**src/riscv_params.svh**
```systemverilog
`ifndef RISCV_PARAMS_SVH
`define RISCV_PARAMS_SVH

// Data and address width
`define XLEN 32

`define REG_COUNT 32
`define REG_INDEX_W 5

`define RESET_PC 32'h0000_0000 // First fetch address

// Memory access size codes
`define SIZE_BYTE 2'd0
`define SIZE_HALF 2'd1
`define SIZE_WORD 2'd2

`endif

```
**src/riscv_pkg.sv**
```systemverilog
`default_nettype none

`include "riscv_params.svh"

package riscv_pkg;

    typedef logic [`XLEN-1:0] word_t;
    typedef logic [`REG_INDEX_W-1:0] reg_index_t;
    typedef logic [1:0] mem_size_t;

    typedef enum logic [6:0] {
        opc_load   = 7'b0000011,
        opc_op_imm = 7'b0010011,
        opc_auipc  = 7'b0010111,
        opc_store  = 7'b0100011,
        opc_op     = 7'b0110011,
        opc_lui    = 7'b0110111,
        opc_branch = 7'b1100011,
        opc_jalr   = 7'b1100111,
        opc_jal    = 7'b1101111
    } opcode_t;

    typedef enum logic [3:0] {
        op_imm, op, lui, auipc, branch, jal, jalr, load, store, nop
    } opcode_class_t;

    typedef enum logic [2:0] {
        f3_add  = 3'b000, // Also SUB
        f3_sll  = 3'b001,
        f3_slt  = 3'b010,
        f3_sltu = 3'b011,
        f3_xor  = 3'b100,
        f3_sr   = 3'b101, // SRL or SRA
        f3_or   = 3'b110,
        f3_and  = 3'b111
    } alu_funct3_t;

    typedef enum logic [2:0] {
        f3_beq  = 3'b000,
        f3_bne  = 3'b001,
        f3_blt  = 3'b100,
        f3_bge  = 3'b101,
        f3_bltu = 3'b110,
        f3_bgeu = 3'b111
    } branch_funct3_t;

    typedef enum logic [1:0] {
        stage_fetch, stage_fetch_wait, stage_execute, stage_mem_wait
    } stage_t;

    typedef struct packed {
        opcode_class_t op_class;
        logic [2:0]    funct3;
        logic          alt;      // Instruction bit 30
        reg_index_t    rs1;
        reg_index_t    rs2;
        reg_index_t    rd;
        word_t         imm;      // Selected and sign-extended
    } decoded_t;

    typedef struct packed {
        word_t     address;
        word_t     write_data;
        mem_size_t size;
        logic      write;
    } mem_req_t;

    typedef struct packed {
        word_t read_data;
    } mem_resp_t;

    typedef struct packed {
        word_t rd_value;
        logic  rd_write;
        word_t next_pc;
        word_t address;
    } exec_result_t;

endpackage

`default_nettype wire

```
**src/instruction_decoder.sv**
```systemverilog
`default_nettype none

module instruction_decoder
    import riscv_pkg::*;
(
    input  word_t    instruction,
    output decoded_t decoded
);

    opcode_class_t op_class;
    logic [2:0]    funct3;
    word_t         imm_i;
    word_t         imm_s;
    word_t         imm_b;
    word_t         imm_u;
    word_t         imm_j;

    assign funct3 = instruction[14:12];

    assign imm_i = {{20{instruction[31]}}, instruction[31:20]};
    assign imm_s = {{20{instruction[31]}}, instruction[31:25], instruction[11:7]};
    assign imm_b = {{19{instruction[31]}}, instruction[31], instruction[7],
                    instruction[30:25], instruction[11:8], 1'b0};
    assign imm_u = {instruction[31:12], 12'b0};
    assign imm_j = {{11{instruction[31]}}, instruction[31], instruction[19:12],
                    instruction[20], instruction[30:21], 1'b0};

    // Unsupported funct3 values fall back to nop
    always_comb begin
        case (instruction[6:0])
            opc_op_imm: op_class = op_imm;
            opc_op:     op_class = op;
            opc_lui:    op_class = lui;
            opc_auipc:  op_class = auipc;
            opc_branch: op_class = (funct3[2:1] == 2'b01) ? nop : branch;
            opc_jal:    op_class = jal;
            opc_jalr:   op_class = (funct3 == 3'b000) ? jalr : nop;
            opc_load:   op_class = (funct3 inside {3'b000, 3'b001, 3'b010, 3'b100, 3'b101})
                                   ? load : nop;
            opc_store:  op_class = (funct3 inside {3'b000, 3'b001, 3'b010}) ? store : nop;
            default:    op_class = nop; // SYSTEM, MISC-MEM, unknown
        endcase
    end

    always_comb begin
        decoded.op_class = op_class;
        decoded.funct3   = funct3;
        decoded.alt      = instruction[30];
        decoded.rs1      = instruction[19:15];
        decoded.rs2      = instruction[24:20];
        decoded.rd       = instruction[11:7];
        case (op_class)
            op_imm, jalr, load: decoded.imm = imm_i;
            store:              decoded.imm = imm_s;
            branch:             decoded.imm = imm_b;
            lui, auipc:         decoded.imm = imm_u;
            jal:                decoded.imm = imm_j;
            default:            decoded.imm = '0;
        endcase
    end

endmodule

`default_nettype wire

```
**src/register_file.sv**
```systemverilog
`default_nettype none

`include "riscv_params.svh"

module register_file
    import riscv_pkg::*;
(
    input  logic       clock,
    input  logic       reset,
    input  reg_index_t rs1_index,
    input  reg_index_t rs2_index,
    output word_t      rs1_value,
    output word_t      rs2_value,
    input  logic       write_enable,
    input  reg_index_t write_index,
    input  word_t      write_value
);

    word_t registers [`REG_COUNT];

    always_ff @(posedge clock) begin
        if (reset) begin
            for (int i = 0; i < `REG_COUNT; i++) begin
                registers[i] <= '0;
            end
        end else if (write_enable && (write_index != '0)) begin // x0 stays zero
            registers[write_index] <= write_value;
        end
    end

    assign rs1_value = registers[rs1_index];
    assign rs2_value = registers[rs2_index];

endmodule

`default_nettype wire

```
**src/execute_unit.sv**
```systemverilog
`default_nettype none

module execute_unit
    import riscv_pkg::*;
(
    input  decoded_t     decoded,
    input  word_t        pc,
    input  word_t        rs1_value,
    input  word_t        rs2_value,
    output exec_result_t result
);

    word_t alu_b;
    word_t alu_value;
    word_t link_pc;
    word_t jump_base;
    logic  take_branch;

    assign alu_b     = (decoded.op_class == op) ? rs2_value : decoded.imm;
    assign link_pc   = pc + 32'd4;
    assign jump_base = rs1_value + decoded.imm; // Also the load/store address

    always_comb begin
        case (alu_funct3_t'(decoded.funct3))
            f3_add:  alu_value = (decoded.op_class == op && decoded.alt)
                                 ? rs1_value - alu_b : rs1_value + alu_b;
            f3_sll:  alu_value = rs1_value << alu_b[4:0];
            f3_slt:  alu_value = word_t'($signed(rs1_value) < $signed(alu_b));
            f3_sltu: alu_value = word_t'(rs1_value < alu_b);
            f3_xor:  alu_value = rs1_value ^ alu_b;
            f3_sr:   alu_value = decoded.alt ? word_t'($signed(rs1_value) >>> alu_b[4:0])
                                             : rs1_value >> alu_b[4:0];
            f3_or:   alu_value = rs1_value | alu_b;
            default: alu_value = rs1_value & alu_b;
        endcase
    end

    always_comb begin
        case (branch_funct3_t'(decoded.funct3))
            f3_beq:  take_branch = rs1_value == rs2_value;
            f3_bne:  take_branch = rs1_value != rs2_value;
            f3_blt:  take_branch = $signed(rs1_value) < $signed(rs2_value);
            f3_bge:  take_branch = $signed(rs1_value) >= $signed(rs2_value);
            f3_bltu: take_branch = rs1_value < rs2_value;
            f3_bgeu: take_branch = rs1_value >= rs2_value;
            default: take_branch = 1'b0;
        endcase
    end

    always_comb begin
        result.rd_value = alu_value;
        result.rd_write = 1'b0;
        result.next_pc  = link_pc;
        result.address  = jump_base;
        case (decoded.op_class)
            op_imm, op: result.rd_write = 1'b1;
            lui: begin
                result.rd_value = decoded.imm;
                result.rd_write = 1'b1;
            end
            auipc: begin
                result.rd_value = pc + decoded.imm;
                result.rd_write = 1'b1;
            end
            jal: begin
                result.rd_value = link_pc;
                result.rd_write = 1'b1;
                result.next_pc  = pc + decoded.imm;
            end
            jalr: begin
                result.rd_value = link_pc;
                result.rd_write = 1'b1;
                result.next_pc  = jump_base & ~word_t'(1);
            end
            branch: begin
                if (take_branch) begin
                    result.next_pc = pc + decoded.imm;
                end
            end
            default: ; // Loads write through the data response
        endcase
    end

endmodule

`default_nettype wire

```
**src/load_store_unit.sv**
```systemverilog
`default_nettype none

`include "riscv_params.svh"

module load_store_unit
    import riscv_pkg::*;
(
    input  decoded_t  decoded,
    input  word_t     rs2_value,
    input  word_t     load_data,
    output word_t     store_data,
    output mem_size_t store_size,
    output word_t     load_value
);

    // funct3[1:0] encodes the size for loads as well
    always_comb begin
        case (decoded.funct3[1:0])
            2'b00: begin
                store_size = `SIZE_BYTE;
                store_data = {24'b0, rs2_value[7:0]};
            end
            2'b01: begin
                store_size = `SIZE_HALF;
                store_data = {16'b0, rs2_value[15:0]};
            end
            default: begin
                store_size = `SIZE_WORD;
                store_data = rs2_value;
            end
        endcase
    end

    always_comb begin
        case (decoded.funct3)
            3'b000:  load_value = {{24{load_data[7]}}, load_data[7:0]};   // LB
            3'b001:  load_value = {{16{load_data[15]}}, load_data[15:0]}; // LH
            3'b100:  load_value = {24'b0, load_data[7:0]};                // LBU
            3'b101:  load_value = {16'b0, load_data[15:0]};               // LHU
            default: load_value = load_data;
        endcase
    end

endmodule

`default_nettype wire

```
**src/core_control.sv**
```systemverilog
`default_nettype none

`include "riscv_params.svh"

module core_control
    import riscv_pkg::*;
(
    input  logic         clock,
    input  logic         reset,
    input  decoded_t     decoded,
    input  exec_result_t result,
    input  word_t        store_data,
    input  mem_size_t    store_size,
    input  word_t        load_value,
    output word_t        instruction,
    output word_t        pc,
    output logic         rd_write,
    output reg_index_t   rd_index,
    output word_t        rd_value,
    output logic         mem_req_valid,
    output mem_req_t     mem_req,
    input  logic         mem_resp_valid,
    input  mem_resp_t    mem_resp
);

    stage_t stage;
    logic   is_mem_op;
    logic   load_done;

    function automatic mem_req_t fetch_request(word_t address);
        mem_req_t req;
        req.address    = address;
        req.write_data = '0;
        req.size       = `SIZE_WORD;
        req.write      = 1'b0;
        return req;
    endfunction

    assign is_mem_op = (decoded.op_class == load) || (decoded.op_class == store);
    assign load_done = (stage == stage_mem_wait) && mem_resp_valid
                       && (decoded.op_class == load);

    // Register write port
    assign rd_write = ((stage == stage_execute) && result.rd_write) || load_done;
    assign rd_index = decoded.rd;
    assign rd_value = (stage == stage_mem_wait) ? load_value : result.rd_value;

    always_ff @(posedge clock) begin
        if (reset) begin
            stage         <= stage_fetch;
            pc            <= `RESET_PC;
            mem_req_valid <= 1'b0;
        end else begin
            mem_req_valid <= 1'b0;
            case (stage)
                stage_fetch: begin // Only after reset
                    mem_req_valid <= 1'b1;
                    stage         <= stage_fetch_wait;
                end
                stage_fetch_wait: begin
                    if (mem_resp_valid) begin
                        stage <= stage_execute;
                    end
                end
                stage_execute: begin
                    mem_req_valid <= 1'b1; // Data access or next fetch
                    if (is_mem_op) begin
                        stage <= stage_mem_wait;
                    end else begin
                        pc    <= result.next_pc;
                        stage <= stage_fetch_wait;
                    end
                end
                stage_mem_wait: begin
                    if (mem_resp_valid) begin
                        mem_req_valid <= 1'b1;
                        pc            <= result.next_pc; // PC plus 4
                        stage         <= stage_fetch_wait;
                    end
                end
            endcase
        end
    end

    // Request payload follows the pulse logic above
    always_ff @(posedge clock) begin
        case (stage)
            stage_fetch: mem_req <= fetch_request(pc);
            stage_fetch_wait: begin
                if (mem_resp_valid) begin
                    instruction <= mem_resp.read_data;
                end
            end
            stage_execute: begin
                if (is_mem_op) begin
                    mem_req <= '{address: result.address, write_data: store_data,
                                 size: store_size, write: decoded.op_class == store};
                end else begin
                    mem_req <= fetch_request(result.next_pc);
                end
            end
            stage_mem_wait: begin
                if (mem_resp_valid) begin
                    mem_req <= fetch_request(result.next_pc);
                end
            end
        endcase
    end

endmodule

`default_nettype wire

```
**src/riscv_core.sv**
```systemverilog
`default_nettype none

module riscv_core
    import riscv_pkg::*;
(
    input  logic      clock,
    input  logic      reset,
    output logic      mem_req_valid,
    output mem_req_t  mem_req,
    input  logic      mem_resp_valid,
    input  mem_resp_t mem_resp
);

    word_t        instruction;
    decoded_t     decoded;
    exec_result_t result;
    word_t        rs1_value;
    word_t        rs2_value;
    word_t        store_data;
    mem_size_t    store_size;
    word_t        load_value;
    logic         rd_write;
    reg_index_t   rd_index;
    word_t        rd_value;
    word_t        pc;

    core_control control (
        .clock          (clock),
        .reset          (reset),
        .decoded        (decoded),
        .result         (result),
        .store_data     (store_data),
        .store_size     (store_size),
        .load_value     (load_value),
        .instruction    (instruction),
        .pc             (pc),
        .rd_write       (rd_write),
        .rd_index       (rd_index),
        .rd_value       (rd_value),
        .mem_req_valid  (mem_req_valid),
        .mem_req        (mem_req),
        .mem_resp_valid (mem_resp_valid),
        .mem_resp       (mem_resp)
    );

    instruction_decoder decoder (
        .instruction (instruction),
        .decoded     (decoded)
    );

    register_file registers (
        .clock        (clock),
        .reset        (reset),
        .rs1_index    (decoded.rs1),
        .rs2_index    (decoded.rs2),
        .rs1_value    (rs1_value),
        .rs2_value    (rs2_value),
        .write_enable (rd_write),
        .write_index  (rd_index),
        .write_value  (rd_value)
    );

    execute_unit execute (
        .decoded   (decoded),
        .pc        (pc),
        .rs1_value (rs1_value),
        .rs2_value (rs2_value),
        .result    (result)
    );

    load_store_unit lsu (
        .decoded    (decoded),
        .rs2_value  (rs2_value),
        .load_data  (mem_resp.read_data),
        .store_data (store_data),
        .store_size (store_size),
        .load_value (load_value)
    );

endmodule

`default_nettype wire

```
**config.mk**
```make
export PLATFORM = sky130hd
export DESIGN_NAME = riscv_core
export DESIGN_NICKNAME = d
export VERILOG_FILES = /design/src/riscv_pkg.sv /design/src/instruction_decoder.sv /design/src/register_file.sv /design/src/execute_unit.sv /design/src/load_store_unit.sv /design/src/core_control.sv /design/src/riscv_core.sv
export VERILOG_INCLUDE_DIRS = /design/src /design/src/src
export SDC_FILE = /design/constraint.sdc
export NUM_CORES = 2
export LEC_CHECK = 0
export BUFFER_PORTS_ARGS = -buffer_cell sky130_fd_sc_hd__buf_2
export CORE_AREA = 2 2 604 426
export DETAILED_ROUTE_END_ITERATION = 7
export DIE_AREA = 0 0 606 428
export HOLD_SLACK_MARGIN = 0.08
export PLACE_DENSITY = 0.49
export SLEW_MARGIN = 20
export SYNTH_ARGS = -nofsm -noshare
export SYNTH_HDL_FRONTEND = slang
export SYNTH_SLANG_ARGS = --single-unit
```
**constraint.sdc**
```tcl
create_clock -name clock -period 6.3 [get_ports clock]
set_input_delay 0.945 -clock clock [delete_from_list [all_inputs] [get_ports clock]]
set_output_delay 0.945 -clock clock [all_outputs]
set_load 0.01 [all_outputs]
```
==> results.cfg <==
[grt]
grt_usage = 0.347
grt_busiest_layer = met1
grt_pass1_vias = 66200
grt_max_degree = 61
grt_pass1_wl_mm = 609
gr-total-overflow = 0
use_met3 = 0.139
gr-usage-met2 = 0.432
antenna_found_initial = 30
grt_use_met1 = 0.534

[sta]
timing.final.crit_share = 1.05
finalSetupViolCount = 502
rsz0062_at_grt = yes
fmax_mhz = 151
finalClockSkew_ns = 0.0628
relSlewSlack = 0.158
setup_slack_ns = -0.338
period_needed_ns = 6.64
finalHoldViolations = 0
final_max_slew_viol_count = 0
tightest_slew_ns = 1.26

[floorplan]
die_h_um = 428
die_area_mm2 = 0.259
core_mm2 = 0.254
die_x_um = 606
ios = 103
initial_core_util = 0.298
num_rows = 155

[logic_synthesis]
synthCells = 6512
yosys_warnings = 0
synth_edf_count = 1123
ys_types = 116
synth_top_cell_area_share = 0.446
synth_most_common_cell = nor2_1
ys_seq_area_frac = 0.458
avgSynthCellArea_um2 = 11.6
synth_top_cell_by_area = edfxtp_1
synth_commonest_cells = 1158 x nor2_1, 1123 x edfxtp_1, 585 x mux4_2
synth-seq-cells = 1168
async_flop_share = 0
synth.area.top_cells = edfxtp_1 45%, mux4_2 17%, nor2_1 5.7%
synthesis.area_mm2 = 0.0756
synth_ff_type = edfxtp_1

[hold_path]
hold_end = control.instruction[3]
holdPathStages = 1
hold_path.class = input pin to flip-flop
worstHoldStart = mem_resp[3]

[final_layout]
final_cell_count_no_fill = 11300
syn_to_final_growth_pct = 34.6
nets = 8034
multi_input_area_mm2 = 0.0416
layout.area.seq_mm2 = 0.0347
finish.utilization = 0.401
nFillCells = 24200
drive_above_1_share = 0.401

[clock_tree]
clk_latency_ns = 0.80
cts_sinks = 1168
cts.path.max_buffers = 3
path_clk_slew_ns = 0.07
cts_buffers = 120
cts_tree = done
cts-root-buf = clkbuf_16
cts.htree.levels = 3

[status]
violations = setup timing
status = complete, but fails checks

[worst_setup_path]
cp_max_fo = 8
rr_worst_depth = 31
slowest_delay_ns = 0.49
critPathMostFrequentCell = buf_12
reg2reg_to = registers.registers[21][18]
critical_path_class = flip-flop to flip-flop
rrSetupSlack_ns = -0.34
worstPathRequired_ns = 6.79
slowest_stage = mux4_2
cp.arrival_ns = 7.13
crit_path_end_kind = flip-flop
critPathLaunchType = flip-flop

[pwr]
p_per_area_mw_per_mm2 = 251
intPower_uw = 16600
ir_drop_mv = 0.268
clock_power_share = 0.294
p_leak_uw = 0.0383
swShare = 0.351
combPwrFrac = 0.355
power.switching_uw = 8980
p_total_uw = 25600
pwr-share-seq = 0.351

[placed_design]
port-buffer-count = 102
place.gp.congestion = 1.08
hpwl_mm = 325
dp.cells = 10800

[route]
vias = 71500
firstDrtPassIters = 6
post-route-drc-count = 0
wl_per_cell_um = 41.0
vias_per_cell = 6.33
drtIter0Drc = 12800
wl_mm = 463
final_antenna_net_count = 0

[flow_run]
drv_cap = 0
-- critical path: cells and delay by family, from the launching register on --
kind                       cells  cell delay, ns
and+or+nand+nor                5            0.53
muxes                          4            1.28
DFF                            1            0.36
buffers and inverters         13            2.08
adders and majority gates      1            0.32
AOI/OAI and AO/OA              8            1.70
-- state kept, by name (all words and copies together), names as in the netlist, named ones only --
| signal | flops |
|---|---|
| registers.registers | 1024 |
| control.mem_req | 67 |
| control.instruction | 32 |
| control.pc | 32 |
| control.stage | 2 |
| control.mem_req_valid | 1 |
-- cell families after synthesis --
kind of cell | Yosys count | synth area share
AO/OA/AOI/OAI | 1340 | 0.120
XOR/XNOR | 107 | 0.0124
adder cells (fa/ha/maj) | 193 | 0.0322
buffers and inverters | 717 | 0.0421
flip-flops | 1168 | 0.458
multiplexers | 818 | 0.208
other | 1 | 0.0000496
AND/OR/NAND/NOR | 2168 | 0.128
-- per-layer routing --
| layer | up-vias | part of all wire |
|---|---|---|
| li1 | 27800 | - |
| met5 | - | 0.00062 |
| met4 | 16 | 0.038 |
| met2 | 5741 | 0.37 |
| met3 | 777 | 0.16 |
| met1 | 37200 | 0.44 |
-- what timing repair did --
item	CTS	global route
setup endpoints to repair	720	772
gates resized for setup	565	305
endpoints found under the hold margin	0	0
pin swaps	143	121
gates cloned	45	7
buffers inserted	159	68
hold buffers	0	0
-- layout by cell type, fill, tap and decap left out, types with 61 or more instances in the layout --
| master | n |
|---|---|
| buf_4 | 1287 |
| buf_12 | 193 |
| clkbuf_16 | 128 |
| inv_1 | 107 |
| buf_2 | 101 |
| ha_1 | 153 |
| mux2i_1 | 150 |
| a21o_1 | 74 |
| buf_6 | 61 |
| nor3_1 | 194 |
| a21oi_1 | 313 |
| nor2_1 | 1064 |
| nand2_1 | 285 |
| nand3_1 | 88 |
| o21ai_0 | 171 |
| xnor2_1 | 65 |
| edfxtp_1 | 1123 |
| nor2_2 | 70 |
| mux4_2 | 586 |
-- power by group through the flow --
stage | registers (uW) | clock network (uW) | logic (uW)
2_1_floorplan | 9070 | 0 | 3220
3_3_place_gp | 9120 | 0 | 7420
3_5_place_dp | 9130 | 0 | 7380
4_1_cts | 8960 | 7550 | 8460
5_1_grt | 9000 | 7830 | 9170
6_report | 8980 | 7530 | 9080
-- how the worst max path moves through the flow --
stage / slack (ns) / endpoint / depth (start not counted) / startpoint
floorplan: 0.02 / registers.registers[15][28] / 29 / flip-flop
global placement: -1.26 / registers.registers[22][18] / 25 / flip-flop
detailed placement: -1.24 / registers.registers[20][18] / 25 / flip-flop
CTS: -0.24 / registers.registers[18][28] / 30 / flip-flop
global route: -0.40 / registers.registers[22][28] / 28 / flip-flop
finish: -0.34 / registers.registers[21][18] / 31 / flip-flop
-- cell type report --
cell class | instances | area share
Sequential cell | 1168 | 0.341
Tap cell | 3375 | 0.0415
Clock buffer | 150 | 0.0311
Timing Repair Buffer | 1725 | 0.165
Inverter | 134 | 0.00525
Clock inverter | 75 | 0.00798
Multi-Input combinational cell | 4658 | 0.409
Antenna cell | 10 | 0.000246
-- per-stage QoR --
step	TNS (ns)	setup WS (ns)	hold WS (ns)	area (um^2)
2_1_floorplan	0	0.0151	0.475	75800
3_3_place_gp	-398.30	-1.26	0.528	90600
3_5_place_dp	-390.80	-1.24	0.544	90700
4_1_cts	-9.79	-0.236	0.377	100000
5_1_grt	-107.76	-0.397	0.395	102000
6_report	-66.40	-0.338	0.404	102000
(Power assumes the default switching activity.)
